## src/common/lc_isa_pkg.sv

```systemverilog
package lc_isa_pkg;

    // instruction opcodes, upper nibble of every instruction word
    typedef enum logic [3:0] {
        ADD  = 4'h0,
        SUB  = 4'h1,
        AND  = 4'h2,
        OR   = 4'h3,
        XOR  = 4'h4,
        LI   = 4'h5,
        LUI  = 4'h6,
        LW   = 4'h7,
        SW   = 4'h8,
        JMP  = 4'h9,
        BNZ  = 4'hA,
        HALT = 4'hB
    } opcode_t;

    // 16 general purpose registers
    typedef logic [3:0] reg_idx_t;

    // three register operands
    typedef struct packed {
        opcode_t  opcode;
        reg_idx_t rd;
        reg_idx_t ra;
        reg_idx_t rb;
    } r_form_t;

    // destination plus 8-bit immediate
    typedef struct packed {
        opcode_t    opcode;
        reg_idx_t   rd;
        logic [7:0] imm8;
    } i_form_t;

    typedef union packed {
        r_form_t r_form;
        i_form_t i_form;
    } instr_u;

endpackage

```

## src/common/lc_map_pkg.sv

```systemverilog
package lc_map_pkg;

    // data and address word
    typedef logic [15:0] word_t;

    // LED register width
    localparam int LED_WIDTH = 10;

    // memory-mapped peripherals at the top of the data space
    localparam word_t ADDR_LED = 16'hFF00;
    localparam word_t ADDR_TX  = 16'hFF01;

    // everything below ADDR_LED is data RAM, wrapped at its depth

endpackage
```

## src/cpu/cpu_decode.sv

```systemverilog
`timescale 1ns/10ps

module cpu_decode import lc_isa_pkg::*, lc_map_pkg::*; (
    input  logic       sysclk,
    input  logic       sysrst,
    input  logic       core_run,
    input  instr_u     instr,
    input  logic       result_go,
    input  logic       halted,
    output reg_idx_t   ra_idx,
    output reg_idx_t   rb_idx,
    input  word_t      ra_val,
    input  word_t      rb_val,
    output logic       exec_go,
    output opcode_t    op,
    output reg_idx_t   rd_idx,
    output logic [7:0] imm8,
    output word_t      opa,
    output word_t      opb
);
    // one-hot sequencer
    localparam logic [2:0] S_DECODE   = 3'b001;
    localparam logic [2:0] S_WAIT_EX  = 3'b010;
    localparam logic [2:0] S_WAIT_RES = 3'b100;

    logic [2:0] state;
    opcode_t    cur_op;
    reg_idx_t   cur_rd;
    logic       use_imm;
    logic       rd_read;

    assign cur_op  = instr.r_form.opcode;
    assign use_imm = cur_op inside {LI, LUI, JMP, BNZ};
    // rd sits in the same bits in both formats
    assign cur_rd  = instr.r_form.rd;

    // SW, BNZ and LUI need rd's current value on the second port
    assign rd_read = cur_op inside {SW, BNZ, LUI};
    assign ra_idx  = instr.r_form.ra;
    assign rb_idx  = rd_read ? cur_rd : instr.r_form.rb;

    always_ff @(posedge sysclk) begin
        if (!sysrst || !core_run) begin
            state   <= S_DECODE;
            exec_go <= 1'b0;
        end else begin
            exec_go <= 1'b0;
            case (1'b1)
                state[0]: if (!halted) begin
                    state   <= S_WAIT_EX;
                    exec_go <= 1'b1;
                end
                state[1]: state <= S_WAIT_RES;
                state[2]: if (result_go) state <= S_DECODE;
                default:  state <= S_DECODE;
            endcase
        end
    end

    // operand latch
    always_ff @(posedge sysclk) begin
        if (state[0]) begin
            op     <= cur_op;
            rd_idx <= cur_rd;
            imm8   <= use_imm ? instr.i_form.imm8 : 8'h00;
            opa    <= ra_val;
            opb    <= rb_val;
        end
    end

endmodule

```

## config.mk

```make
export PLATFORM = sky130hd
export DESIGN_NAME = cpu_decode
export DESIGN_NICKNAME = d
export VERILOG_FILES = /design/src/common/lc_isa_pkg.sv /design/src/common/lc_map_pkg.sv /design/src/cpu/cpu_decode.sv
export SDC_FILE = /design/constraint.sdc
export NUM_CORES = 1
export LEC_CHECK = 0
export BUFFER_PORTS_ARGS = -buffer_cell sky130_fd_sc_hd__buf_2
export CAP_MARGIN = 20
export CORE_MARGIN = 5
export CORE_UTILIZATION = 45
export DETAILED_ROUTE_END_ITERATION = 7
export PLACE_DENSITY_LB_ADDON = 0.12
export SYNTH_ARGS = -nofsm -noshare
export SYNTH_HDL_FRONTEND = slang
export SYNTH_SLANG_ARGS = --single-unit
```

## constraint.sdc

```tcl
create_clock -name sysclk -period 4.5 [get_ports sysclk]
set_clock_uncertainty 0.1 [all_clocks]
set_input_delay 0.225 -clock sysclk [delete_from_list [all_inputs] [get_ports sysclk]]
set_output_delay 0.225 -clock sysclk [all_outputs]
set_load 0.005 [all_outputs]
```

After elaboration in Yosys (flattened, before gate mapping) --
Cells that the tools add are included.
Cells by class: bitwise operators 1, mux-type cells 7, eq/ne operators 6, reductions and logical operators 6
Operators by type and width (number):
- 3-bit two-way mux | 5
- 4-bit == test, second input constant | 3
- 4-bit by 3-bit == test with 1-bit output, second input constant | 2
- 4-bit two-way mux | 1
- 4-bit nonzero test | 1
- 3-bit nonzero test | 1
- 1-bit zero test | 2
- 2-bit inequality test, second input constant | 1
- 2-bit OR reduction | 1
- 1-bit logical OR | 1
- 1-bit two-way mux | 1
- 1-bit NOT | 1
Word-level totals: input bits 53, register bits 52, output and inout bits 57

Depth between registers and ports, before layout --
depth after elaboration 4, mapped depth 4, depth with buffers taken out 3

Worst setup path before layout --
No wires, ideal clock.
kind reg2reg, start register state[0], end register state[0], period minus slack after synthesis 2148 ps, cell stages (with the launch flop) 3, library setup time 117 ps, slack 2352 ps, data arrival time 1931 ps, path through dfxtp_1 > o311ai_0 > a21o_1
Between the ends: longest elaborated chain between the ends 1
Ends and longest elaborated chain:
- from (decl) | RTL line cpu_decode.sv:26 | logic [2:0] state;
- from (signal assigned) | RTL line cpu_decode.sv:44 | state <= S_DECODE;
- from (signal assigned) | RTL line cpu_decode.sv:50 | state <= S_WAIT_EX;
- from (signal assigned) | RTL line cpu_decode.sv:53 | state[1]: state <= S_WAIT_RES;
- 3-bit two-way mux | RTL line cpu_decode.sv:48 | case (1'b1)
Every way passes these cells. A chain may end at the register's enable or synchronous reset.

Worst setup path after layout --
Ends and elaborated chain as after synthesis.

==> key figures <==
Critical path
  – Worst Path Class, Setup: register to register
  – R2r setup slk: 2.69 ns
  – CP startpoint kind: register
  – CP required: 4.59 ns
  – Cells on worst reg2reg path: 2
  – Worst Path Max Fanout: 52
  – Critical Path Start: state[0]$_SDFF_PP1_
  – Worst reg2reg endpoint: state[0]$_SDFF_PP1_
  – CP arrival: 1.91 ns
  – Crit path capture type: register
  – Reg2Reg Launch Point: state[0]$_SDFF_PP1_

Min path
  – Worst Hold Launch: ra_val[6]
  – Worst Hold Path EP: opa[6]$_DFFE_PP_
  – Hold WC Path Type: input pin to register
  – WHS Path Cells: 1

Timing
  – RSZ-0062 raised after global routing: false
  – Final Cycle Share: 0.403
  – Fmax achieved: 0.551 GHz
  – Max-slew violations: 0
  – Worst-Margin Slew: 1.11 ns
  – Fin. Hold Viols: 0
  – Final setup violation count: 0
  – Slew HR: 0.257
  – Min cycle time layout: 1.81 ns
  – Setup TNS: 0 ns

Synth
  – Yosys reg bits: 52
  – Yosys Warn Count: 0
  – Netlist cell types: 24
  – Leading post-synthesis cells by cell area: edfxtp_1 79%, dfxtp_1 4.4%, and2_1 2.7%
  – Post-synth EDFFs: 48
  – Synth Area in XOR/XNOR: 0.00478
  – Compound-Gate Fraction of Synth Area: 0.0649
  – Adder-cell share of the synthesized area: 0
  – Cell count after synthesis: 98
  – Cell area after synthesis: 0.00183 mm^2
  – Syn Nets: 151
  – Ys async rst share: 0
  – Top-area cell type share of the netlist area: 0.787
  – Post-synth top area cell: edfxtp_1
  – Mapped Avg Cell Area: 18.7 um^2
  – Most common flop cell mapped by yosys: edfxtp_1
  – Most common cell in the netlist: edfxtp_1
  – Simple-Gate Fraction of Synth Area: 0.0684
  – Synth cell count leaders: 48 x edfxtp_1, 8 x and2_1
  – Sequential share of the synthesized area: 0.831
  – Main combinational cell family by area after synthesis: simple AND/OR/NAND/NOR gates
  – Mux cell area share after synthesis: 0

Drt
  – Wire length per cell: 15.5 um
  – 1st-iter DRT viols: 79
  – Vias: 1367
  – Drt total wl: 4.45 mm
  – Drt pass-1 iters: 4
  – Post-route ant nets: 0
  – DRC: 0
  – Routed vias/inst: 4.75

GRT
  – Routing usage on met1: 0.169
  – Largest net degree at the start of global routing: 53
  – Top Usage Layer GRT: met2
  – Met2 Usage GRT: 0.301
  – First-pass GRT wire length: 6.47 mm
  – Met3 usage: 0.0342
  – Total track usage: 0.162
  – Initial antenna violation count: 0
  – Total grt overflow: 0
  – Vias in the first global route: 1352

Floorplan
  – Site Rows: 23
  – IO Count: 110
  – Initial Utilization: 0.461
  – Core ar.: 0.00397 mm^2
  – Width of the die: 73.8 um
  – Die Y: 73.8 um
  – Die area: 0.00544 mm^2

Power and ir drop
  – Clk network pwr share: 0.257
  – Net load switching power: 193 uW
  – Pleak: 0.00123 uW
  – Comb power frac: 0.120
  – Share of power burned in registers: 0.624
  – Sw Share: 0.207
  – Power density over cell area: 338 mW/mm^2
  – Worst vdd ir: 168 uV
  – P_int: 740 uW

Clock tree
  – Clock latency on the worst-skew pair: 0.29 ns
  – # hold bufs at CTS: 20
  – Post-CTS Setup Bufs: 0
  – CTS Sinks: 52
  – Root Driver: clkbuf_8
  – Htree depth: 2
  – CTS Buf Count: 5
  – TritonCTS clock tree: built
  – Clock tree buffer depth: 2
  – Clk slew on worst S/H paths: 0.08 ns
  – Post-CTS sizing: 0

Place
  – Dpl cells: 252
  – Routability congestion estimate: 0.780
  – IO Port Bufs: 109
  – Dpl hpwl: 3.23 mm
  – Dpl cell area: 0.00240 mm^2

Finish
  – Share of layout cells above drive strength 1: 0.487
  – Finished Layout Cells: 288
  – Final Cell Area: 0.00276 mm^2
  – Synth-to-layout area growth: 50.7%
  – Antenna diode count: 0
  – Nets: 290

Outcome
  – Status: completed

Run
  – Max Cap Viol: 0
[power groups by stage]
stage	logic [uW]	clock network (uW)	registers, uW
final	112	240	582
after global routing	122	272	585
after CTS	107	251	582
after detailed placement	93.1	0	593
after global placement	89.8	0	591
after floorplan	21.4	0	596
[worst max-delay path by stage]
stage | cells past startpoint | slack (ns) | end
after global routing | 2 | 2.63 | state[0]$_SDFF_PP1_
final | 2 | 2.69 | state[0]$_SDFF_PP1_
after detailed placement | 2 | 2.70 | state[0]$_SDFF_PP1_
after CTS | 2 | 2.67 | state[0]$_SDFF_PP1_
after global placement | 2 | 2.76 | state[0]$_SDFF_PP1_
after floorplan | 2 | 2.35 | state[0]$_SDFF_PP1_
[critical path: stages, from the launching register on]
cell      delay [ns]
dfxtp_2         1.08
o311ai_0        0.31
a21o_1          0.22
[through the flow]
| stage | utilization | power, uW | hold slack [ns] | setup slack [ns] |
|---|---|---|---|---|
| floorplan | - | 618 | 0.197 | 2.35 |
| global placement | 0.604 | 681 | 0.302 | 2.76 |
| detailed placement | 0.604 | 686 | 0.303 | 2.70 |
| CTS | 0.675 | 940 | 0.00145 | 2.67 |
| global route | 0.695 | 979 | 0.000954 | 2.63 |
| finish | 0.695 | 933 | 0.0165 | 2.69 |
[cell usage in the layout, fill, tap and decap left out]
| cell | synthesis | layout |
|---|---|---|
| clkbuf_8 | 0 | 5 |
| clkbuf_1 | 0 | 2 |
| nor2b_1 | 3 | 3 |
| and3_1 | 1 | 1 |
| nand2_1 | 2 | 2 |
| dlygate4sd3_1 | 0 | 28 |
| a21oi_1 | 2 | 2 |
| dfxtp_2 | 0 | 1 |
| o32ai_1 | 4 | 4 |
| dfxtp_1 | 4 | 3 |
| inv_1 | 4 | 4 |
| and2_1 | 8 | 8 |
| o21ai_0 | 1 | 1 |
| buf_2 | 0 | 109 |
| or4b_1 | 1 | 1 |
| nand3_1 | 1 | 1 |
| nor2_1 | 1 | 1 |
| a221oi_1 | 3 | 3 |
| edfxtp_1 | 48 | 48 |
| o22ai_1 | 3 | 3 |
| or3b_4 | 1 | 1 |
| a21o_1 | 1 | 1 |
| or2_1 | 1 | 1 |
| o311ai_0 | 1 | 1 |
| clkinv_1 | 0 | 1 |
| a211oi_1 | 1 | 1 |
| nand2b_1 | 1 | 1 |
| xor2_1 | 1 | 1 |
[layer usage]
layer,up-vias,wire length (um)
li1,653,-
met1,644,1650
met2,65,2400
met3,5,342
met4,0,69
met5,-,0
[registers in the layout (all words and copies together) (netlist names)]
signal and cells:
opb 16, opa 16, imm8 8, rd_idx 4
state 3, exec_go 1, op 4
[cells by family after synthesis]
kind of cell	after synthesis
compound gates	16
buf+inv	9
xor+xnor	1
flops	52
simple gates	20
[cell type report]
cell class                      instances  area, um^2
Timing Repair Buffer                  137         826
Tap cell                               50        62.6
Fill cell                             296        1210
Clock inverter                          1        3.75
Clock buffer                            7        76.3
Sequential cell                        52        1520
Multi-Input combinational cell         37         253
Inverter                                4        15.0
(Power assumes the default switching activity.)
