--- config.mk ---
export PLATFORM = sky130hd
export DESIGN_NAME = prog_loader
export DESIGN_NICKNAME = d
export VERILOG_FILES = /design/src/common/lc_map_pkg.sv /design/src/hw/prog_loader.sv
export SDC_FILE = /design/constraint.sdc
export NUM_CORES = 1
export LEC_CHECK = 0
export BUFFER_PORTS_ARGS = -buffer_cell sky130_fd_sc_hd__buf_2
export CORE_ASPECT_RATIO = 1.75
export CORE_UTILIZATION = 46
export CTS_BUF_LIST = sky130_fd_sc_hd__clkbuf_2
export CTS_CLUSTER_DIAMETER = 150
export DETAILED_ROUTE_END_ITERATION = 10
export PLACE_DENSITY = 0.76
export SYNTH_ARGS = -nofsm -noshare
export SYNTH_HDL_FRONTEND = slang
export SYNTH_SLANG_ARGS = --single-unit
export TNS_END_PERCENT = 20
--- constraint.sdc ---
create_clock -name sysclk -period 1.5 [get_ports sysclk]
set_input_delay 0.15 -clock sysclk [delete_from_list [all_inputs] [get_ports sysclk]]
set_output_delay 0.15 -clock sysclk [all_outputs]
set_load 0.02 [all_outputs]
--- src/common/lc_map_pkg.sv ---
package lc_map_pkg;

    // data and address word
    typedef logic [15:0] word_t;

    // LED register width
    localparam int LED_WIDTH = 10;

    // memory-mapped peripherals at the top of the data space
    localparam word_t ADDR_LED = 16'hFF00;
    localparam word_t ADDR_TX  = 16'hFF01;

    // everything below ADDR_LED is data RAM, wrapped at its depth

endpackage
--- src/hw/prog_loader.sv ---
`timescale 1ns/10ps

module prog_loader import lc_map_pkg::*; #(
    parameter int IMEM_WORDS = 256
) (
    input  logic                          sysclk,
    input  logic                          sysrst,
    input  logic                          load_en,
    input  logic [7:0]                    rx_byte,
    input  logic                          rx_valid,
    output logic                          imem_we,
    output logic [$clog2(IMEM_WORDS)-1:0] imem_waddr,
    output word_t                         imem_wdata,
    output logic                          core_run
);
    localparam int AW = $clog2(IMEM_WORDS);

    logic       load_d;
    logic       load_rise;
    logic       phase;
    logic [7:0] hi_byte;

    // restart the word address on each new load
    assign load_rise = load_en & ~load_d;

    always_ff @(posedge sysclk) begin
        if (!sysrst) begin
            load_d     <= 1'b0;
            core_run   <= 1'b0;
            imem_we    <= 1'b0;
            imem_waddr <= '0;
            phase      <= 1'b0;
        end else begin
            load_d   <= load_en;
            core_run <= ~load_en;
            imem_we  <= 1'b0;
            if (load_rise) begin
                imem_waddr <= '0;
                phase      <= 1'b0;
            end else if (imem_we) begin
                imem_waddr <= (imem_waddr == AW'(IMEM_WORDS - 1)) ? '0 : imem_waddr + 1'b1;
            end
            // a byte on the edge cycle starts a fresh pair
            if (load_en && rx_valid) begin
                if (phase && !load_rise) begin
                    imem_we <= 1'b1;
                    phase   <= 1'b0;
                end else begin
                    phase <= 1'b1;
                end
            end
        end
    end

    // high byte arrives first
    always_ff @(posedge sysclk) begin
        if (load_en && rx_valid) begin
            if (phase && !load_rise) begin
                imem_wdata <= {hi_byte, rx_byte};
            end else begin
                hi_byte <= rx_byte;
            end
        end
    end

endmodule

**Word level (Yosys, flattened, before mapping)**

Index checks and enable logic that the tools add are counted.

- Add/subtract/negate cells: 1
- Eq/ne operators: 1
- Muxes and demuxes: 5
- Bitwise logic cells: 5
- Reduce and logical (&&, ||, !) cells: 8

Operators by type and width:

| operator | number |
|---|---|
| 8-bit by 1-bit adder with 8-bit output (second input constant) | 1 |
| 8-bit equality test (second input constant) | 1 |
| 8-bit two-way mux | 1 |
| 2-bit AND reduction | 3 |
| 1-bit two-way mux | 4 |
| 1-bit NOT | 4 |
| 1-bit logical AND | 2 |
| 2-bit nonzero test | 1 |
| 2-bit OR reduction | 1 |
| 1-bit AND | 1 |
| 1-bit zero test | 1 |

- Bits in registers: 36
- Input bits: 12

**Depth between registers and ports, before layout**

Gate-level depths: netlist of the first run.

- Word-level depth: 6
- Mapped depth: 4
- Gate-level depth less buffers: 4

**Worst setup path before layout of the first run**

OpenSTA, ideal clock, no wires.

- Path kind: register -> register
- Start point: register load_d
- End point: register imem_wdata[0], enable pin
- Library setup time: 389 ps
- Data arrival time: 1,132 ps
- Path slack: -21 ps
- Stages on the path, launching flop included: 3
- Period minus slack after synthesis: 1,521 ps
- Cell sequence: dfxtp_1 > nand2_1 > nor2_1

- Longest elaborated chain between the ends: 5

RTL lines:

| what | line | RTL |
|---|---|---|
| start, declared | prog_loader.sv:18 | `logic load_d;` |
| start signal, assigned | prog_loader.sv:34 | `load_d <= load_en;` |
| 1-bit NOT | prog_loader.sv:24 | `assign load_rise = load_en & ~load_d;` |
| 1-bit AND | prog_loader.sv:24 |  |
| 1-bit zero test | prog_loader.sv:58 | `if (phase && !load_rise) begin` |
| 1-bit logical AND | prog_loader.sv:58 |  |
| 2-bit AND reduction (no line) | -- |  |
| end signal, assigned | prog_loader.sv:59 | `imem_wdata <= {hi_byte, rx_byte};` |
| end, declared | prog_loader.sv:13 | `output word_t imem_wdata,` |

Every way passes these cells.
A chain may end at the register's enable or synchronous reset.

**Worst setup path after layout of the first run**

- Start point: register imem_waddr[1]
- End point: register imem_waddr[6]

- Longest elaborated chain between the ends: 2

RTL lines:

| what | line | RTL |
|---|---|---|
| start, declared | prog_loader.sv:12 | `output logic [$clog2(IMEM_WORDS)-1:0] imem_waddr,` |
| start signal, assigned | prog_loader.sv:41 | `imem_waddr <= (imem_waddr == AW'(IMEM_WORDS - 1)) ? '0 : imem_waddr + 1'b1;` |
| 8-bit by 1-bit adder with 8-bit output / 8-bit equality test (equally long branches) | prog_loader.sv:41 |  |
| 8-bit two-way mux (*) | prog_loader.sv:41 |  |

Every way passes the cells marked *; elsewhere a longest branch is shown, timed or not.

==> metrics.txt, run 1 <==
top-area cell type share of the netlist area 58.60%; clock root buffer clkbuf_2; Cell Area, Synth 1230 µm²; CP startpoint kind register; status finished, final reports clean; Total GRT Usage roughly 18%; DP HPWL roughly 1600 µm; routed wl met2 about 1100 µm; WL/cell 13.33 µm; max-slew violation count 0; share of layout cells above drive strength 1 just over 40%; post-route insts no fill 162; register area share after synthesis 78.13%; Mapped Avg Cell Area approximately 16 µm²; number of global-route vias before repair 848; total gr overflow 0; Top Layer Used met4; switching power share of the total between 15 and 20%; Placed Cells around 150; hold-critical path depth 2; Worst Tran Pin Value 0.5870 ns; internal cell power 1.396 mW; antenna viol nets, final 0; Fill cells between 150 and 200; period utilization 90.61%; Crit Path Class reg2reg; pin count of the biggest net entering global routing 18; Placeable Area 2522 µm²; Worst path slowest cell dfxtp_1; Met3 Wirelength 122 µm; maximum capacitance violations 0; Cell variety after synth 25; Required @ worst endpoint 1.78 ns; Hold WC Path Type in2reg; unrepaired setup endpoints after global routing no; vias 842; Starting Density 48.76%; IO Count 38; CTS buffer count 5; # diodes 0; drt total wl approximately 2200 µm; Synth area leader edfxtp_1; sequential share of power 62.4%; #FFs+latches synth 36; P&R area growth vs syn 32.86%; Synth area leaders edfxtp_1 59%, dfxtp_1 20%, xor2_1 2.1%; CP cell instances ha_2 > nand2_1 > or3_1 > a21oi_1; r2r worst-path depth 4; power per cell area 1059 nW/µm²; initial antenna violation count 0; Worst Path Max Fanout 7; VDD IR max 0.0008816 V; Num Clock Sinks 36; Ys Warns 0; Critical Path Sink Type register; WHS 0.04887 ns; Setup TNS 0 ns; final routed DRC violation total 0; Clock power frac 33.7%; Slew HR roughly 61%; Leakage Power 0.6475 nW; Psw 0.3342 mW; nets 148; Port Buf Inserts 37; Chip Width slightly above 40 µm; Cell Rows 24; Post-CTS Setup Bufs 0; first-pass GRT wire length 3519 µm; die area between 2000 and 3000 µm²; Cells after Synth 79; Fmax approximately 740 MHz; clock-pin transition on the worst setup and hold timing paths about 0.19 ns; CTS Buffer Depth 2; fin crit period roughly 1.4 ns; wl on met1 ~810 µm; 1st-iter DRT viols 18; clk_lat worst skew ~0.36 ns; GP Congestion 0.7396; First-pass DRT Iterations 4; final hold viol count 0; CP Data Arrival Time 1.64 ns; Clock Skew between 0.03 and 0.04 ns; Logic pwr share 3.9%; Syn Nets 92; drt via density 5.198; H-tree levels 2; final setup fails 0; DIE HEIGHT 70.40 µm; CTS tree done; CP max stage delay roughly 0.48 ns
cell type report:
type	count	area [µm²]	share of cell area (%)
Inverter	1	3.754	0.2297
Clock buffer	6	30.03	1.838
Multi-Input combinational cell	41	262.8	16.08
Sequential cell	36	964.7	59.04
Clock inverter	2	35.03	2.144
Tap cell	26	32.53	1.991
Timing Repair Buffer	50	305.3	18.68
cell families (layout without fill, tap and decap cells):
family / Yosys count / after routing / synth area share [%]
and+or+nand+nor: 21 / 21 / 9.054
DFF: 36 / 36 / 78.13
buffers and inverters: 2 / 59 / 0.9155
adders and majority gates: 1 / 1 / 1.017
muxes: 1 / 1 / 0.8139
AOI/OAI and AO/OA: 14 / 14 / 7.223
xor gates and xnor gates: 4 / 4 / 2.849
power by group through the flow:
stage	clock network, mW	registers [mW]	logic, mW
floorplan	0	1.10	0.0152
global placement	0	1.10	0.0473
detailed placement	0	1.10	0.0498
CTS	0.598	1.08	0.0681
global route	0.635	1.08	0.0754
finish	0.584	1.08	0.0676
layout by cell type, fill, tap and decap left out:
cell	instances
buf_2	37
edfxtp_1	24
dfxtp_1	9
dlygate4sd3_1	9
nand2_1	6
clkbuf_2	6
a21oi_1	5
nor2_1	4
buf_4	4
xor2_1	3
dfxtp_2	3
o21ai_0	2
or3_1	2
nand4_1	2
a311oi_1	2
and2_1	2
nor2_2	1
nand4_2	1
inv_1	1
o21ai_1	1
a32oi_1	1
mux2i_1	1
xnor2_1	1
o31ai_1	1
or4_1	1
nor2b_1	1
nand2b_1	1
a21boi_0	1
o21a_1	1
ha_2	1
bufinv_16	1
clkinv_2	1
worst max-delay path, delay by kind of cell (launching register included):
family	cells	cell delay, ns
flip-flops	1	0.48
AO/OA/AOI/OAI	1	0.13
adder cells (fa/ha/maj)	1	0.28
AND/OR/NAND/NOR	2	0.37
state kept, by name (all words and copies together), names as in the netlist:
register / cells
imem_we: 1
phase: 1
imem_wdata: 16
hi_byte: 8
core_run: 1
load_d: 1
imem_waddr: 8
path summary, 6_finish.rpt:
check	from	to	slack [ns]
worst min-delay path	sysrst	imem_we	0.05
worst max-delay path	imem_waddr[1]	imem_waddr[6]	0.14
worst min register to register	hi_byte[3]	imem_wdata[11]	0.43
worst max register to register	imem_waddr[1]	imem_waddr[6]	0.14
cells in the mapped netlist:
cell and count:
edfxtp_1 24, dfxtp_1 12, nand2_1 6, a21oi_1 5
nor2_1 5, xor2_1 3, a311oi_1 2, and2_1 2
nand4_1 2, o21ai_0 2, or3_1 2, a21boi_0 1
a32oi_1 1, buf_4 1, ha_1 1, inv_1 1
mux2i_1 1, nand2b_1 1, nand4_2 1, nor2b_1 1
o21a_1 1, o21ai_1 1, o31ai_1 1, or4_1 1
xnor2_1 1
metal layers:
| metal | GRT usage [%] | vias up |
|---|---|---|
| met4 | 11.85 | 0 |
| met5 | 0 | - |
| met3 | 5.079 | 10 |
| met2 | 28.65 | 36 |
| li1 | - | 411 |
| met1 | 19.12 | 385 |
metrics by stage:
stage	power [mW]	setup WS, ns	cell area, µm²	util [%]
floorplan	1.120	0.06219	1232	-
global placement	1.147	0.2115	1473	58.38
detailed placement	1.151	0.1623	1473	58.38
CTS	1.746	0.1003	1628	64.53
global route	1.792	0.02334	1634	64.78
finish	1.731	0.1408	1634	64.78
what timing repair did:
| action | 4_1_cts | 5_1_grt |
|---|---|---|
| resized for setup | 0 | 4 |
| endpoints found under the hold margin | 17 | 0 |
| hold buffers | 9 | 0 |
| setup endpoints to repair | 0 | 2 |
Power figures use the tool's default switching activity.
==> run 2, diff against run 1 <==
--- a/config.mk
+++ b/config.mk
@@ -5,13 +5,14 @@
 export SDC_FILE = /design/constraint.sdc
 export NUM_CORES = 1
 export LEC_CHECK = 0
+export ABC_AREA = 1
 export BUFFER_PORTS_ARGS = -buffer_cell sky130_fd_sc_hd__buf_2
 export CORE_ASPECT_RATIO = 1.75
-export CORE_UTILIZATION = 46
+export CORE_UTILIZATION = 47
 export CTS_BUF_LIST = sky130_fd_sc_hd__clkbuf_2
 export CTS_CLUSTER_DIAMETER = 150
 export DETAILED_ROUTE_END_ITERATION = 10
-export PLACE_DENSITY = 0.76
+export PLACE_DENSITY = 0.77
 export SYNTH_ARGS = -nofsm -noshare
 export SYNTH_HDL_FRONTEND = slang
 export SYNTH_SLANG_ARGS = --single-unit
==> metrics.txt, run 2 <==
status finished, final reports clean; First-pass DRT Iterations 4; vias 869; register area share after synthesis between 70 and 80%; max-slew violation count 0; Cells after Synth 97; Synth Area in Simple Gates 16.32%; Cell variety after synth 19; synth cell count leaders 24 x edfxtp_1, 17 x nand2_1, 12 x dfxtp_1; Post-CTS Setup Bufs 0; CTS buffer count 5; power per cell area 965.0 nW/µm²; drt via density approximately 4.9; maximum capacitance violations 0; post-synthesis compound-gate area fraction 2.950%; Fmax 730.9 MHz; switching power share of the total a little under a quarter; DP HPWL 1663 µm; antenna viol nets, final 0; final hold viol count 0; Adder-Cell Fraction of Synth Area 0.9833%; Syn Nets 110; unrepaired setup endpoints after global routing no; Ys Warns 0; most frequent cells in the layout 37 x buf_2, 24 x edfxtp_1, 17 x nand2_1, 12 x dfxtp_1, 11 x inv_1; Setup TNS 0 ns; Cell Rows 24; Leakage Power 0.6927 nW; VDD IR max roughly 0.0009 V; Top Layer Used met4; Crit path depth 4; Reg with most FFs imem_wdata; Clock Skew 0.01954 ns; CP startpoint kind input port; Met3 Wirelength 124 µm; wl on met1 approximately 860 µm; number of global-route vias before repair 845; GP Congestion 0.7203; initial antenna violation count 0; Worst path slowest cell dlygate4sd3_1; most common cell after layout, fill and taps aside buf_2; P&R area growth vs syn 28.91%; Post-synth ARST share 0%; 1st-iter DRT viols 36; Port Buf Inserts 37; worst r2r src phase; largest registers imem_wdata x16, hi_byte x8, imem_waddr x8; fin worst setup slack 0.1318 ns; Total GRT Usage 19.38%; total gr overflow 0; Critical Path Start load_en; Largest register FFs 16; top-area cell type share of the netlist area 56.64%; register-to-register setup slack 0.21 ns; Placeable Area approximately 2500 µm²; clock-pin transition on the worst setup and hold timing paths around 0.16 ns; Cell Area, Synth ~1300 µm²; sequential share of power about two thirds; Required @ worst endpoint 1.53 ns; CP endpoint hi_byte[2]; Post-synth EDFFs 24; Num Clock Sinks 36; Hold WC Path Type in2reg; CP max stage delay 0.52 ns; Synth area leader edfxtp_1; share of layout cells above drive strength 1 37.25%; first-pass GRT wire length 3691 µm; Critical Path Sink Type register; WL/cell 12.75 µm; Primary FF master, synth edfxtp_1; Worst Path Max Fanout 8; Mapped Avg Cell Area ~13 µm²; Synth Area in XOR/XNOR less than 1%; most numerous cell in the Yosys netlist edfxtp_1; Psw 0.3612 mW; clock root buffer clkbuf_2; Synth area leaders edfxtp_1 57%, dfxtp_1 19%, nand2_1 5.0%; Worst Tran Pin Value 0.5893 ns; R2R Path End hi_byte[2]; CP Data Arrival Time 1.40 ns; CTS tree done; CP delay by family, top buffers and inverters; die area 2927 µm²; drt total wl 2283 µm; DIE HEIGHT approximately 70 µm; H-tree levels 2; r2r worst-path depth 2; #FFs+latches synth 36; period utilization 91.22%; final routed DRC violation total 0; largest family of logic cells by synthesized area simple AND/OR/NAND/NOR gates; pin count of the biggest net entering global routing 18; Starting Density between 50 and 60%; nets around 170; mux share of post-synthesis cell area 0%; CP cell instances dlygate4sd3_1 > buf_2 > nand2_1 > nor2_1; Fill cells 196; Crit Path Class in2reg; CTS Buffer Depth 2; pre-CTS setup slack 0.2100 ns; clk_lat worst skew 0.39 ns; # diodes 0; fin crit period 1.368 ns; internal cell power 1.222 mW; Slew HR between 60% and 70%; buffer and inverter count on the worst path 2; Clock power frac 26.2%; Logic pwr share 5.4%; final setup fails 0; IO Count 38; Chip Width 41.33 µm; routed wl met2 1237 µm; final core utilization about two thirds
run 2: cell count changes after synthesis, moves of 3 or more:
cell	change
nand2_2	+3
nand2_1	+11
nor2_1	+5
inv_1	+10
nand3_2	+3
run 2: cell families after synthesis:
group,after synthesis
AOI/OAI and AO/OA,7
xor gates and xnor gates,1
adders and majority gates,1
buffers and inverters,12
DFF,36
and+or+nand+nor,40
run 2: routing by layer:
layer	GRT usage [%]	vias to the layer above
li1	-	429
met1	21.55	405
met2	29.86	29
met3	6.583	6
met4	11.83	0
met5	0	-
run 2: worst min path at each step:
stage / start / end / slack [ns] / cells after the start
6_report: rx_valid / imem_we / 0.15 / 5
5_1_grt: rx_valid / imem_we / 0.17 / 5
4_1_cts: rx_valid / imem_we / 0.13 / 5
3_5_place_dp: rx_byte[2] / imem_wdata[2] / 0.35 / 1
3_3_place_gp: rx_byte[3] / imem_wdata[3] / 0.35 / 1
2_1_floorplan: load_en / core_run / 0.22 / 1
run 2: power by group through the flow:
stage,clock network [mW],registers [mW],logic (mW)
floorplan,0,1.11,0.0235
global placement,0,1.10,0.0607
detailed placement,0,1.11,0.0644
CTS,0.422,1.08,0.0845
global route,0.470,1.09,0.0949
finish,0.415,1.08,0.0848
run 2: what timing repair did:
action / 4_1_cts / 5_1_grt
hold buffers: 10 / 0
setup endpoints to repair: 0 / 6
hold endpoints to repair: 18 / 0
resized for setup: 0 / 1
run 2: worst reg2reg max path: cells and delay by family (launching register included):
| family | cells | cell delay, ns |
|---|---|---|
| simple gates | 1 | 0.46 |
| flops | 1 | 0.33 |
| compound gates | 1 | 0.16 |
run 2: final cells by class:
class	instances	area [µm²]	area share [%]
clock inverters	3	13.76	0.8391
flip-flops and latches	36	960.9	58.58
well taps	26	32.53	1.983
inverters	12	45.04	2.746
multi-input cells	49	270.3	16.48
repair buffers	48	292.8	17.85
clock buffers	5	25.02	1.526
run 2: per-stage QoR:
stage / cells / power (mW) / area, µm² / hold WS [ns]
after floorplan: 97 / 1.135 / 1272 / 0.2224
after global placement: 161 / 1.164 / 1498 / 0.3453
after detailed placement: 161 / 1.170 / 1498 / 0.3508
after CTS: 179 / 1.590 / 1637 / 0.1286
after global routing: 179 / 1.650 / 1640 / 0.1727
final: 179 / 1.583 / 1640 / 0.1515
