==> config.mk <==
export PLATFORM = sky130hd
export DESIGN_NAME = cpu_result
export DESIGN_NICKNAME = d
export VERILOG_FILES = /design/src/common/lc_isa_pkg.sv /design/src/common/lc_map_pkg.sv /design/src/cpu/cpu_result.sv
export SDC_FILE = /design/constraint.sdc
export NUM_CORES = 1
export LEC_CHECK = 0
export BUFFER_PORTS_ARGS = -buffer_cell sky130_fd_sc_hd__clkbuf_2
export CORE_ASPECT_RATIO = 1.2
export CORE_MARGIN = 5
export CORE_UTILIZATION = 55
export DETAILED_ROUTE_END_ITERATION = 7
export PLACE_DENSITY = 0.85
export SLEW_MARGIN = 30
export SYNTH_ARGS = -nofsm -noshare
export SYNTH_HDL_FRONTEND = slang
export SYNTH_SLANG_ARGS = --single-unit
==> constraint.sdc <==
create_clock -name sysclk -period 5.53 [get_ports sysclk]
set_clock_uncertainty 0.15 [all_clocks]
set_input_delay 1.106 -clock sysclk [delete_from_list [all_inputs] [get_ports sysclk]]
set_output_delay 1.106 -clock sysclk [all_outputs]
set_load 0.02 [all_outputs]
==> src/common/lc_isa_pkg.sv <==
package lc_isa_pkg;

    // instruction opcodes, upper nibble of every instruction word
    typedef enum logic [3:0] {
        ADD  = 4'h0,
        SUB  = 4'h1,
        AND  = 4'h2,
        OR   = 4'h3,
        XOR  = 4'h4,
        LI   = 4'h5,
        LUI  = 4'h6,
        LW   = 4'h7,
        SW   = 4'h8,
        JMP  = 4'h9,
        BNZ  = 4'hA,
        HALT = 4'hB
    } opcode_t;

    // 16 general purpose registers
    typedef logic [3:0] reg_idx_t;

    // three register operands
    typedef struct packed {
        opcode_t  opcode;
        reg_idx_t rd;
        reg_idx_t ra;
        reg_idx_t rb;
    } r_form_t;

    // destination plus 8-bit immediate
    typedef struct packed {
        opcode_t    opcode;
        reg_idx_t   rd;
        logic [7:0] imm8;
    } i_form_t;

    typedef union packed {
        r_form_t r_form;
        i_form_t i_form;
    } instr_u;

endpackage

==> src/common/lc_map_pkg.sv <==
package lc_map_pkg;

    // data and address word
    typedef logic [15:0] word_t;

    // LED register width
    localparam int LED_WIDTH = 10;

    // memory-mapped peripherals at the top of the data space
    localparam word_t ADDR_LED = 16'hFF00;
    localparam word_t ADDR_TX  = 16'hFF01;

    // everything below ADDR_LED is data RAM, wrapped at its depth

endpackage
==> src/cpu/cpu_result.sv <==
`timescale 1ns/10ps

module cpu_result import lc_isa_pkg::*, lc_map_pkg::*; (
    input  logic     sysclk,
    input  logic     sysrst,
    input  logic     core_run,
    input  logic     result_go,
    input  logic     wb_en,
    input  reg_idx_t wb_idx,
    input  word_t    wb_val,
    input  logic     pc_load,
    input  word_t    pc_target,
    input  logic     halt_req,
    input  reg_idx_t ra_idx,
    input  reg_idx_t rb_idx,
    output word_t    ra_val,
    output word_t    rb_val,
    output word_t    pc,
    output logic     halted
);
    word_t regs [16];

    // two combinational read ports for decode
    assign ra_val = regs[ra_idx];
    assign rb_val = regs[rb_idx];

    // whole core state restarts while the loader holds the core
    always_ff @(posedge sysclk) begin
        if (!sysrst || !core_run) begin
            regs   <= '{default: '0};
            pc     <= '0;
            halted <= 1'b0;
        end else if (result_go) begin
            if (wb_en) begin
                regs[wb_idx] <= wb_val;
            end
            if (pc_load) begin
                pc <= pc_target;
            end else begin
                pc <= pc + 1'b1;
            end
            if (halt_req) begin
                halted <= 1'b1;
            end
        end
    end

endmodule

* Yosys cells after proc, flatten, opt, wreduce, memory -nomap -nowiden
Index checks and enable logic that the tools add are counted.
Storage, ports and cells: logic and storage cells 42, flip-flop bits (word level) 273, output and inout port bits 49, bits in latches 0, memory bits (writable) 0, ROM bits 0, input bits 51, memories kept 0
Cells by class: shift-type cells 0, reductions and logical operators 6, bitwise logic cells 3, div/mod/pow operators 0, multiplexer cells 10, $add $sub $neg 1, $mul 0, magnitude comparators 4, eq/ne operators 0
Operators by type and width (number):
- $bwmux W256 | 1
- $bmux W16 S4 | 2
- $mux W16 | 6
- $demux W16 S4 | 1
- $add A16 B1 Y16 const B | 1
- $ge A5 B5 Y1 const B | 3
- $not A4 Y5 | 3
- $lt A5 B1 Y1 const B | 1
- $reduce_and A2 Y1 | 2
- $logic_not A1 Y1 | 2
- $logic_and A1 B1 Y1 | 1
- $logic_or A1 B1 Y1 | 1

* Depth between registers and ports, before layout
Gate-level depths: netlist of the first run.
depth in word-level cells 6, mapped depth 6, gate-level depth less buffers 5

* Least setup slack after synthesis of the first run
Ideal clock, no wire load.
kind input port to output port, from input ra_idx[1], to output ra_val[10], required time 4274 ps, data arrival time 2521 ps, cell stages on the path 6, buffers on the path 3, path slack 1753 ps, cell sequence buf_2 buf_2 buf_2 mux4_2 a22oi_1 nand2_1
Between the ends: longest elaborated chain between the ends 4
Ends and longest elaborated chain:
- from (decl) | RTL line cpu_result.sv:14 | input reg_idx_t ra_idx,
- $not A4 Y5 (not written as such) | RTL line cpu_result.sv:24 | assign ra_val = regs[ra_idx];
- $bmux W16 S4 | RTL line cpu_result.sv:24
- $mux W16 (not written as such) (2 in a row) | RTL line cpu_result.sv:24
- to (decl) | RTL line cpu_result.sv:16 | output word_t ra_val,
No other way between the ends. The select of a mux whose other input is x is not followed.

* Final worst setup path of the first run
from input rb_idx[0], to output rb_val[7]
Between the ends: longest elaborated chain between the ends 4
Ends and longest elaborated chain:
- from (decl) | RTL line cpu_result.sv:15 | input reg_idx_t rb_idx,
- $not A4 Y5 (not written as such) | RTL line cpu_result.sv:25 | assign rb_val = regs[rb_idx];
- $bmux W16 S4 | RTL line cpu_result.sv:25
- $mux W16 (not written as such) (2 in a row) | RTL line cpu_result.sv:25
- to (decl) | RTL line cpu_result.sv:17 | output word_t rb_val,
No other way between the ends. The select of a mux whose other input is x is not followed.

==> impl_metrics.prom, run 1 <==
# TYPE chip_impl_metric gauge
chip_impl_info{name="run_status",value="complete, no violations"} 1
chip_impl_metric{name="setup-violations-final",unit=""} 0
chip_impl_info{name="critPathSlowestCell",value="buf_4"} 1
chip_impl_metric{name="synth-warning-count",unit=""} 0
chip_impl_metric{name="final_antenna_net_count",unit=""} 0
chip_impl_metric{name="synth_edf_count",unit=""} 0
chip_impl_metric{name="slew_headroom",unit="%"} 26.3
chip_impl_metric{name="maxClockFrequency",unit="MHz"} 225
chip_impl_info{name="synth_area_leader_cell",value="dfxtp_1"} 1
chip_impl_info{name="crit_path_cells",value="buf_4, buf_4, mux4_2, a22oi_1, nand2_1, clkbuf_2"} 1
chip_impl_info{name="cp-start-kind",value="input pin"} 1
chip_impl_info{name="clock-root-buffer",value="clkbuf_16"} 1
chip_impl_metric{name="syn_inst",unit=""} 1576
chip_impl_metric{name="postSynthNetCount",unit=""} 1628
chip_impl_metric{name="coreArea",unit="um2"} 24700
chip_impl_metric{name="post_cts_repair_resize_count",unit=""} 0
chip_impl_metric{name="leakage",unit="nW"} 4.96
chip_impl_metric{name="powerDensity",unit="nW/um2"} 279
chip_impl_metric{name="drive_above_1_share",unit="%"} 19.9
chip_impl_metric{name="die_h",unit="um"} 183
chip_impl_metric{name="clock_latency_on_the_worst_skew_pair",unit="ns"} 0.54
chip_impl_info{name="grt_setup_unrepaired",value="false"} 1
chip_impl_metric{name="diodes",unit=""} 0
chip_impl_metric{name="gr-usage-all-layers",unit="%"} 31.0
chip_impl_metric{name="ys_seq_elements",unit=""} 273
chip_impl_info{name="tritoncts",value="yes"} 1
chip_impl_metric{name="yosys.cell_types.count",unit=""} 40
chip_impl_metric{name="die_w",unit="um"} 154
chip_impl_info{name="setup_cp_type",value="input pin to primary output"} 1
chip_impl_metric{name="maximum_number_of_pins_on_one_net_before_global_route_repair",unit=""} 154
chip_impl_metric{name="area_growth_syn_to_layout",unit="%"} 11.1
chip_impl_info{name="netlist_top_cells_area",value="dfxtp_1 (40%), mux4_2 (21%), nand2_1 (16%)"} 1
chip_impl_info{name="synth-main-ff-cell",value="dfxtp_1"} 1
chip_impl_metric{name="design.portCount",unit=""} 100
chip_impl_metric{name="dr_total_vias",unit=""} 12982
chip_impl_metric{name="cts-buffers-inserted",unit=""} 27
chip_impl_metric{name="place_congestion",unit=""} 0.907
chip_impl_info{name="synth.cells.most_frequent",value="nand2_1 (570), dfxtp_1 (273), a21oi_1 (267), mux4_2 (128), clkbuf_1 (93)"} 1
chip_impl_info{name="routed.top_layer",value="met4"} 1
chip_impl_metric{name="detailed_routing_wirelength_on_met1",unit="um"} 14700
chip_impl_metric{name="cts-hold-fix-buffers",unit=""} 0
chip_impl_metric{name="grt_pass1_vias",unit=""} 12964
chip_impl_metric{name="numClockSinks",unit=""} 273
chip_impl_metric{name="grt_pass1_wl",unit="um"} 69900
chip_impl_metric{name="vdd_drop_max",unit="mV"} 0.159
chip_impl_metric{name="setup_tns",unit="ns"} 0
chip_impl_metric{name="initialDrtViolationCount",unit=""} 1867
chip_impl_metric{name="synth.yosys.seq_area_share",unit="%"} 39.8
chip_impl_metric{name="syn-cell-area",unit="um2"} 13700
chip_impl_metric{name="drc_violation_count_after_routing",unit=""} 0
chip_impl_metric{name="synth_top_area_share",unit="%"} 39.8
chip_impl_metric{name="initial_antenna_violation_count",unit=""} 0
chip_impl_metric{name="stdcell_area",unit="um2"} 15200
chip_impl_metric{name="critPathMaxFanout",unit=""} 38
chip_impl_metric{name="critPathArrivalTime",unit="ns"} 3.19
chip_impl_metric{name="post-route-min-period",unit="ns"} 4.44
chip_impl_metric{name="drv_cap",unit=""} 0
chip_impl_metric{name="number_of_h_tree_levels",unit=""} 1
chip_impl_metric{name="synth-async-reset-ratio",unit="%"} 0
chip_impl_info{name="worst_setup_path_end_kind",value="primary output"} 1
chip_impl_info{name="cp_common_cell",value="buf_4"} 1
chip_impl_metric{name="placedInstanceArea",unit="um2"} 14300
chip_impl_metric{name="critical_path.max_stage_delay",unit="ns"} 0.58
chip_impl_metric{name="worstMarginPinSlew",unit="ns"} 1.10
chip_impl_info{name="crit_family",value="buffers and inverters"} 1
chip_impl_metric{name="worst_endpoint_required_time",unit="ns"} 4.27
chip_impl_metric{name="drt_first_pass_iters",unit=""} 8
chip_impl_metric{name="wl_per_cell",unit="um"} 23.5
chip_impl_metric{name="post_synth.cell_area_avg",unit="um2"} 8.70
chip_impl_metric{name="routed_wl",unit="um"} 45100
chip_impl_metric{name="number_of_buffers_added_on_ports",unit=""} 99
chip_impl_metric{name="timing.critical_path.buf_inv",unit=""} 3
chip_impl_metric{name="detailed_route_vias_per_instance",unit=""} 6.75
chip_impl_metric{name="postCtsSetupRepairBufs",unit=""} 0
chip_impl_metric{name="place.detailed.hpwl",unit="um"} 26700
chip_impl_metric{name="final_hold_vios",unit=""} 0
chip_impl_metric{name="grt.overflow.total",unit=""} 0
chip_impl_metric{name="final_net_count",unit=""} 1631
chip_impl_metric{name="clockBufferDepth",unit=""} 3
chip_impl_metric{name="routed_wl_met3",unit="um"} 5780
chip_impl_metric{name="final.period_utilization",unit="%"} 80.3
chip_impl_metric{name="initial_utilization",unit="%"} 55.6
chip_impl_info{name="yosys.cell_count.top_type",value="nand2_1"} 1
chip_impl_metric{name="dr_wl_met2",unit="um"} 21100
chip_impl_info{name="hold_path_class",value="flip-flop to flip-flop"} 1
chip_impl_metric{name="clk_transition_reported_paths",unit="ns"} 0.06
chip_impl_metric{name="timing.final.max_slew_violations",unit=""} 0
chip_impl_metric{name="floorplan.rows",unit=""} 63
chip_impl_metric{name="design.die.area",unit="um2"} 28200
kinds of logic after synthesis:
family	after synthesis	share of synthesized area, %
AND/OR/NAND/NOR	653	19.2
AO/OA/AOI/OAI	365	15.0
flip-flops	273	39.8
buffers and inverters	154	4.66
multiplexers	130	21.2
adder cells (fa/ha/maj)	1	0.0912
power breakdown:
group / switching (mW) / internal [mW] / total, mW
Sequential: 0.00968 / 1.97 / 1.98
Combinational: 0.208 / 0.0873 / 0.296
Clock: 0.814 / 1.16 / 1.97
Total: 1.03 / 3.22 / 4.25
stage by stage:
step	utilization (%)	setup WS (ns)	total power, mW	instances	hold slack [ns]
6_report	61.8	1.09	4.25	1924	0.317
3_3_place_gp	57.7	1.14	2.31	1874	0.299
5_1_grt	61.8	0.962	4.36	1924	0.337
4_1_cts	61.7	1.10	4.24	1923	0.319
3_5_place_dp	57.9	1.11	2.31	1874	0.306
2_1_floorplan	-	1.75	2.22	1576	0.293
cell type report:
| cell class | instances | area, um2 |
|---|---|---|
| repair buffers | 122 | 707 |
| well taps | 325 | 407 |
| multi-input cells | 1149 | 7700 |
| clock inverters | 17 | 225 |
| fillers | 1879 | 9430 |
| clock buffers | 32 | 714 |
| flip-flops and latches | 273 | 5470 |
| inverters | 6 | 22.5 |
flip-flops by register name, indices dropped and copies added (netlist names):
name and cells:
halted 1, regs 256, pc 16
cells in the final DEF (no fill, tap or decap), types with 6 or more instances in the layout:
cell       count
nand2_1      569
dfxtp_1      273
a21oi_1      267
mux4_2       128
clkbuf_2      95
a22oi_1       65
clkbuf_16     27
buf_4         24
nor2_1        14
o21ai_0       10
nand3_1        8
and2_1         7
clkinv_2       7
nor2b_1        6
inv_1          6
per-layer routing:
| layer | GRT usage, % | up-vias |
|---|---|---|
| met5 | 0 | - |
| met4 | 21.6 | 0 |
| met3 | 7.10 | 285 |
| met2 | 50.5 | 1121 |
| met1 | 36.4 | 6031 |
| li1 | - | 5545 |
worst min-delay path: cells and delay by family (launching register included):
family	cells	cell delay (ns)
AOI/OAI and AO/OA	1	0.05
DFF	1	0.31
and+or+nand+nor	1	0.05
path summary, 6_finish.rpt:
path                            slack (ns)   endpoint  depth (start not counted)      start
worst max-delay path                  1.09  rb_val[7]                          6  rb_idx[0]
worst min-delay path                  0.32  regs[114]                          2  regs[114]
worst max register to register        3.36     pc[14]                          5      pc[0]
worst min register to register        0.32  regs[114]                          2  regs[114]
Power figures use the tool's default switching activity.
==> run 2: changes to the inputs <==
- PLACE_DENSITY: 0.85 -> 0.88
- clock period: 5.53 -> 3.85 ns (I/O delays scaled with it)
==> run 2 against run 1 <==
The flow now finishes with violations (DRC); combinational power rose by 48%; largest power group unchanged; sequential cell count did not move; die area unchanged; wire length shrank 1.2%; final cell count up 1.1%; non-clock buffer count is 17 higher; via count is 2.6% higher.
==> impl_metrics.prom, run 2 (synthesis results as in run 1) <==
# TYPE chip_impl_metric gauge
chip_impl_metric{name="cts-buffers-inserted",unit=""} 29
chip_impl_metric{name="initialDrtViolationCount",unit=""} 1849
chip_impl_metric{name="postCtsSetupRepairBufs",unit=""} 0
chip_impl_info{name="worst_setup_path_end_kind",value="primary output"} 1
chip_impl_metric{name="leakage",unit="nW"} 5.10
chip_impl_metric{name="power_frac_comb",unit="%"} 7.2
chip_impl_info{name="clock-root-buffer",value="clkbuf_16"} 1
chip_impl_metric{name="worstMarginPinSlew",unit="ns"} 1.01
chip_impl_info{name="worstSetupStartpoint",value="ra_idx[0]"} 1
chip_impl_info{name="mostFrequentLayoutCells",value="nand2_1 (569), dfxtp_1 (273), a21oi_1 (267)"} 1
chip_impl_metric{name="powerDensity",unit="nW/um2"} 394
chip_impl_info{name="min-delay-start",value="regs[82]"} 1
chip_impl_metric{name="die_w",unit="um"} 154
chip_impl_metric{name="number_of_buffers_added_on_ports",unit=""} 99
chip_impl_metric{name="setup_slack",unit="ns"} 0.417
chip_impl_info{name="tritoncts",value="yes"} 1
chip_impl_metric{name="final.period_utilization",unit="%"} 89.2
chip_impl_info{name="timing.rr.start",value="pc[0]"} 1
chip_impl_metric{name="timing.final.max_slew_violations",unit=""} 0
chip_impl_metric{name="drc_violation_count_after_routing",unit=""} 1
chip_impl_metric{name="pwr-share-clk",unit="%"} 45.9
chip_impl_metric{name="wl_per_cell",unit="um"} 22.9
chip_impl_metric{name="flip_flop_count_of_the_largest_register_all_copies_and_words_added",unit=""} 256
chip_impl_metric{name="slew_headroom",unit="%"} 32.4
chip_impl_metric{name="layoutNonFillerInstCount",unit=""} 1945
chip_impl_metric{name="place_congestion",unit=""} 0.912
chip_impl_metric{name="drt_first_pass_iters",unit=""} 8
chip_impl_metric{name="placed_cells",unit=""} 1892
chip_impl_metric{name="netSwitchingFraction",unit="%"} 24.6
chip_impl_metric{name="grt.overflow.total",unit=""} 0
chip_impl_metric{name="routed_wl",unit="um"} 44600
chip_impl_metric{name="dr_total_vias",unit=""} 13324
chip_impl_info{name="largest_regs",value="regs x256, pc x16, halted x1"} 1
chip_impl_metric{name="place.detailed.hpwl",unit="um"} 27800
chip_impl_metric{name="drive_above_1_share",unit="%"} 20.1
chip_impl_info{name="run_status",value="finished with violations"} 1
chip_impl_metric{name="detailedPlace.worstSlack",unit="ns"} 0.583
chip_impl_metric{name="setup_tns",unit="ns"} 0
chip_impl_metric{name="number_of_h_tree_levels",unit=""} 1
chip_impl_metric{name="finalCoreUtilization",unit="%"} 62.5
chip_impl_metric{name="maximum_number_of_pins_on_one_net_before_global_route_repair",unit=""} 99
chip_impl_metric{name="numClockSinks",unit=""} 273
chip_impl_metric{name="post-route-min-period",unit="ns"} 3.43
chip_impl_metric{name="initial_utilization",unit="%"} 55.6
chip_impl_info{name="cp-start-kind",value="input pin"} 1
chip_impl_metric{name="worst_endpoint_required_time",unit="ns"} 2.93
chip_impl_metric{name="maxClockFrequency",unit="MHz"} 291
chip_impl_metric{name="total_switching_power",unit="mW"} 1.50
chip_impl_info{name="hold_path_class",value="flip-flop to flip-flop"} 1
chip_impl_metric{name="grt_pass1_wl",unit="um"} 69300
chip_impl_metric{name="post_cts_repair_resize_count",unit=""} 0
chip_impl_metric{name="critPathMaxFanout",unit=""} 30
chip_impl_metric{name="clockBufferDepth",unit=""} 3
chip_impl_metric{name="clk_transition_reported_paths",unit="ns"} 0.06
chip_impl_metric{name="design.die.area",unit="um2"} 28200
chip_impl_metric{name="vdd_drop_max",unit="mV"} 0.317
chip_impl_metric{name="diodes",unit=""} 0
chip_impl_info{name="most_flops_register",value="regs"} 1
chip_impl_metric{name="cts-hold-fix-buffers",unit=""} 0
chip_impl_metric{name="pint",unit="mW"} 4.58
chip_impl_info{name="layout_commonest_cell",value="nand2_1"} 1
chip_impl_info{name="violations_in_the_final_reports",value="DRC"} 1
chip_impl_info{name="grt_setup_unrepaired",value="false"} 1
chip_impl_metric{name="grt_pass1_vias",unit=""} 13101
chip_impl_metric{name="drv_cap",unit=""} 0
chip_impl_metric{name="die_h",unit="um"} 183
chip_impl_metric{name="final_antenna_net_count",unit=""} 0
chip_impl_metric{name="detailed_route_vias_per_instance",unit=""} 6.85
chip_impl_metric{name="setup-violations-final",unit=""} 0
chip_impl_metric{name="final_hold_vios",unit=""} 0
chip_impl_metric{name="coreArea",unit="um2"} 24700
chip_impl_metric{name="floorplan.rows",unit=""} 63
chip_impl_metric{name="power.sequential.fraction",unit="%"} 46.9
chip_impl_metric{name="design.portCount",unit=""} 100
chip_impl_metric{name="critPathArrivalTime",unit="ns"} 2.51
chip_impl_info{name="setup_cp_type",value="input pin to primary output"} 1
chip_impl_metric{name="gr-usage-all-layers",unit="%"} 30.4
chip_impl_metric{name="area_growth_syn_to_layout",unit="%"} 12.4
chip_impl_metric{name="clock_latency_on_the_worst_skew_pair",unit="ns"} 0.54
chip_impl_metric{name="initial_antenna_violation_count",unit=""} 0
chip_impl_metric{name="final_net_count",unit=""} 1650
## run 2: changes by cell type in the layout (fill, tap and decap cells not counted), moves of 2 or more
cell       delta
nor2_1       +10
buf_12        +9
buf_4         +9
clkbuf_8      +6
nor2_2        -5
nor2_4        -5
bufinv_16     -4
nand3_1       +4
nand3_2       -4
clkbuf_16     +2
## run 2: worst paths after layout
kind               end  depth (start not counted)  slack, ns
max          ra_val[7]                          6       0.42
min           regs[82]                          2       0.32
max reg2reg     pc[14]                          5       1.69
min reg2reg   regs[82]                          2       0.32
## run 2: final cells by class
cell class                      count  area (um2)
Sequential cell                   273        5470
Clock inverter                     14         114
Inverter                            6        22.5
Tap cell                          325         407
Timing Repair Buffer              139         943
Multi-Input combinational cell   1149        7620
Clock buffer                       39         843
Fill cell                        1817        9260
## run 2: worst max-delay path, stage by stage
cell,delay [ns]
buf_4,0.20
buf_12,0.28
mux4_2,0.55
a22oi_1,0.25
nand2_1,0.23
clkbuf_2,0.22
## run 2: per-stage QoR
| step | power, mW | area (um2) | hold WS (ns) |
|---|---|---|---|
| final | 6.08 | 15400 | 0.319 |
| after global routing | 6.23 | 15400 | 0.335 |
| after CTS | 6.07 | 15400 | 0.315 |
| after detailed placement | 3.33 | 14500 | 0.307 |
| after global placement | 3.33 | 14500 | 0.298 |
| after floorplan | 3.19 | 13700 | 0.293 |
## run 2: power by group through the flow
| stage | Sequential (mW) | Combinational, mW | Clock, mW |
|---|---|---|---|
| 6_report | 2.85 | 0.439 | 2.79 |
| 4_1_cts | 2.85 | 0.425 | 2.80 |
| 2_1_floorplan | 2.91 | 0.278 | 0 |
| 3_3_place_gp | 2.91 | 0.414 | 0 |
| 5_1_grt | 2.85 | 0.458 | 2.92 |
| 3_5_place_dp | 2.91 | 0.422 | 0 |
## run 2: metal layers
metal  up-vias  global-route usage [%]  share of wire [%]
li1       5595                       -                  -
met1      6133                    35.8                 32
met2      1263                    49.8                 47
met3       333                    6.66                 14
met4         0                    20.7                8.0
met5         -                       0                  0
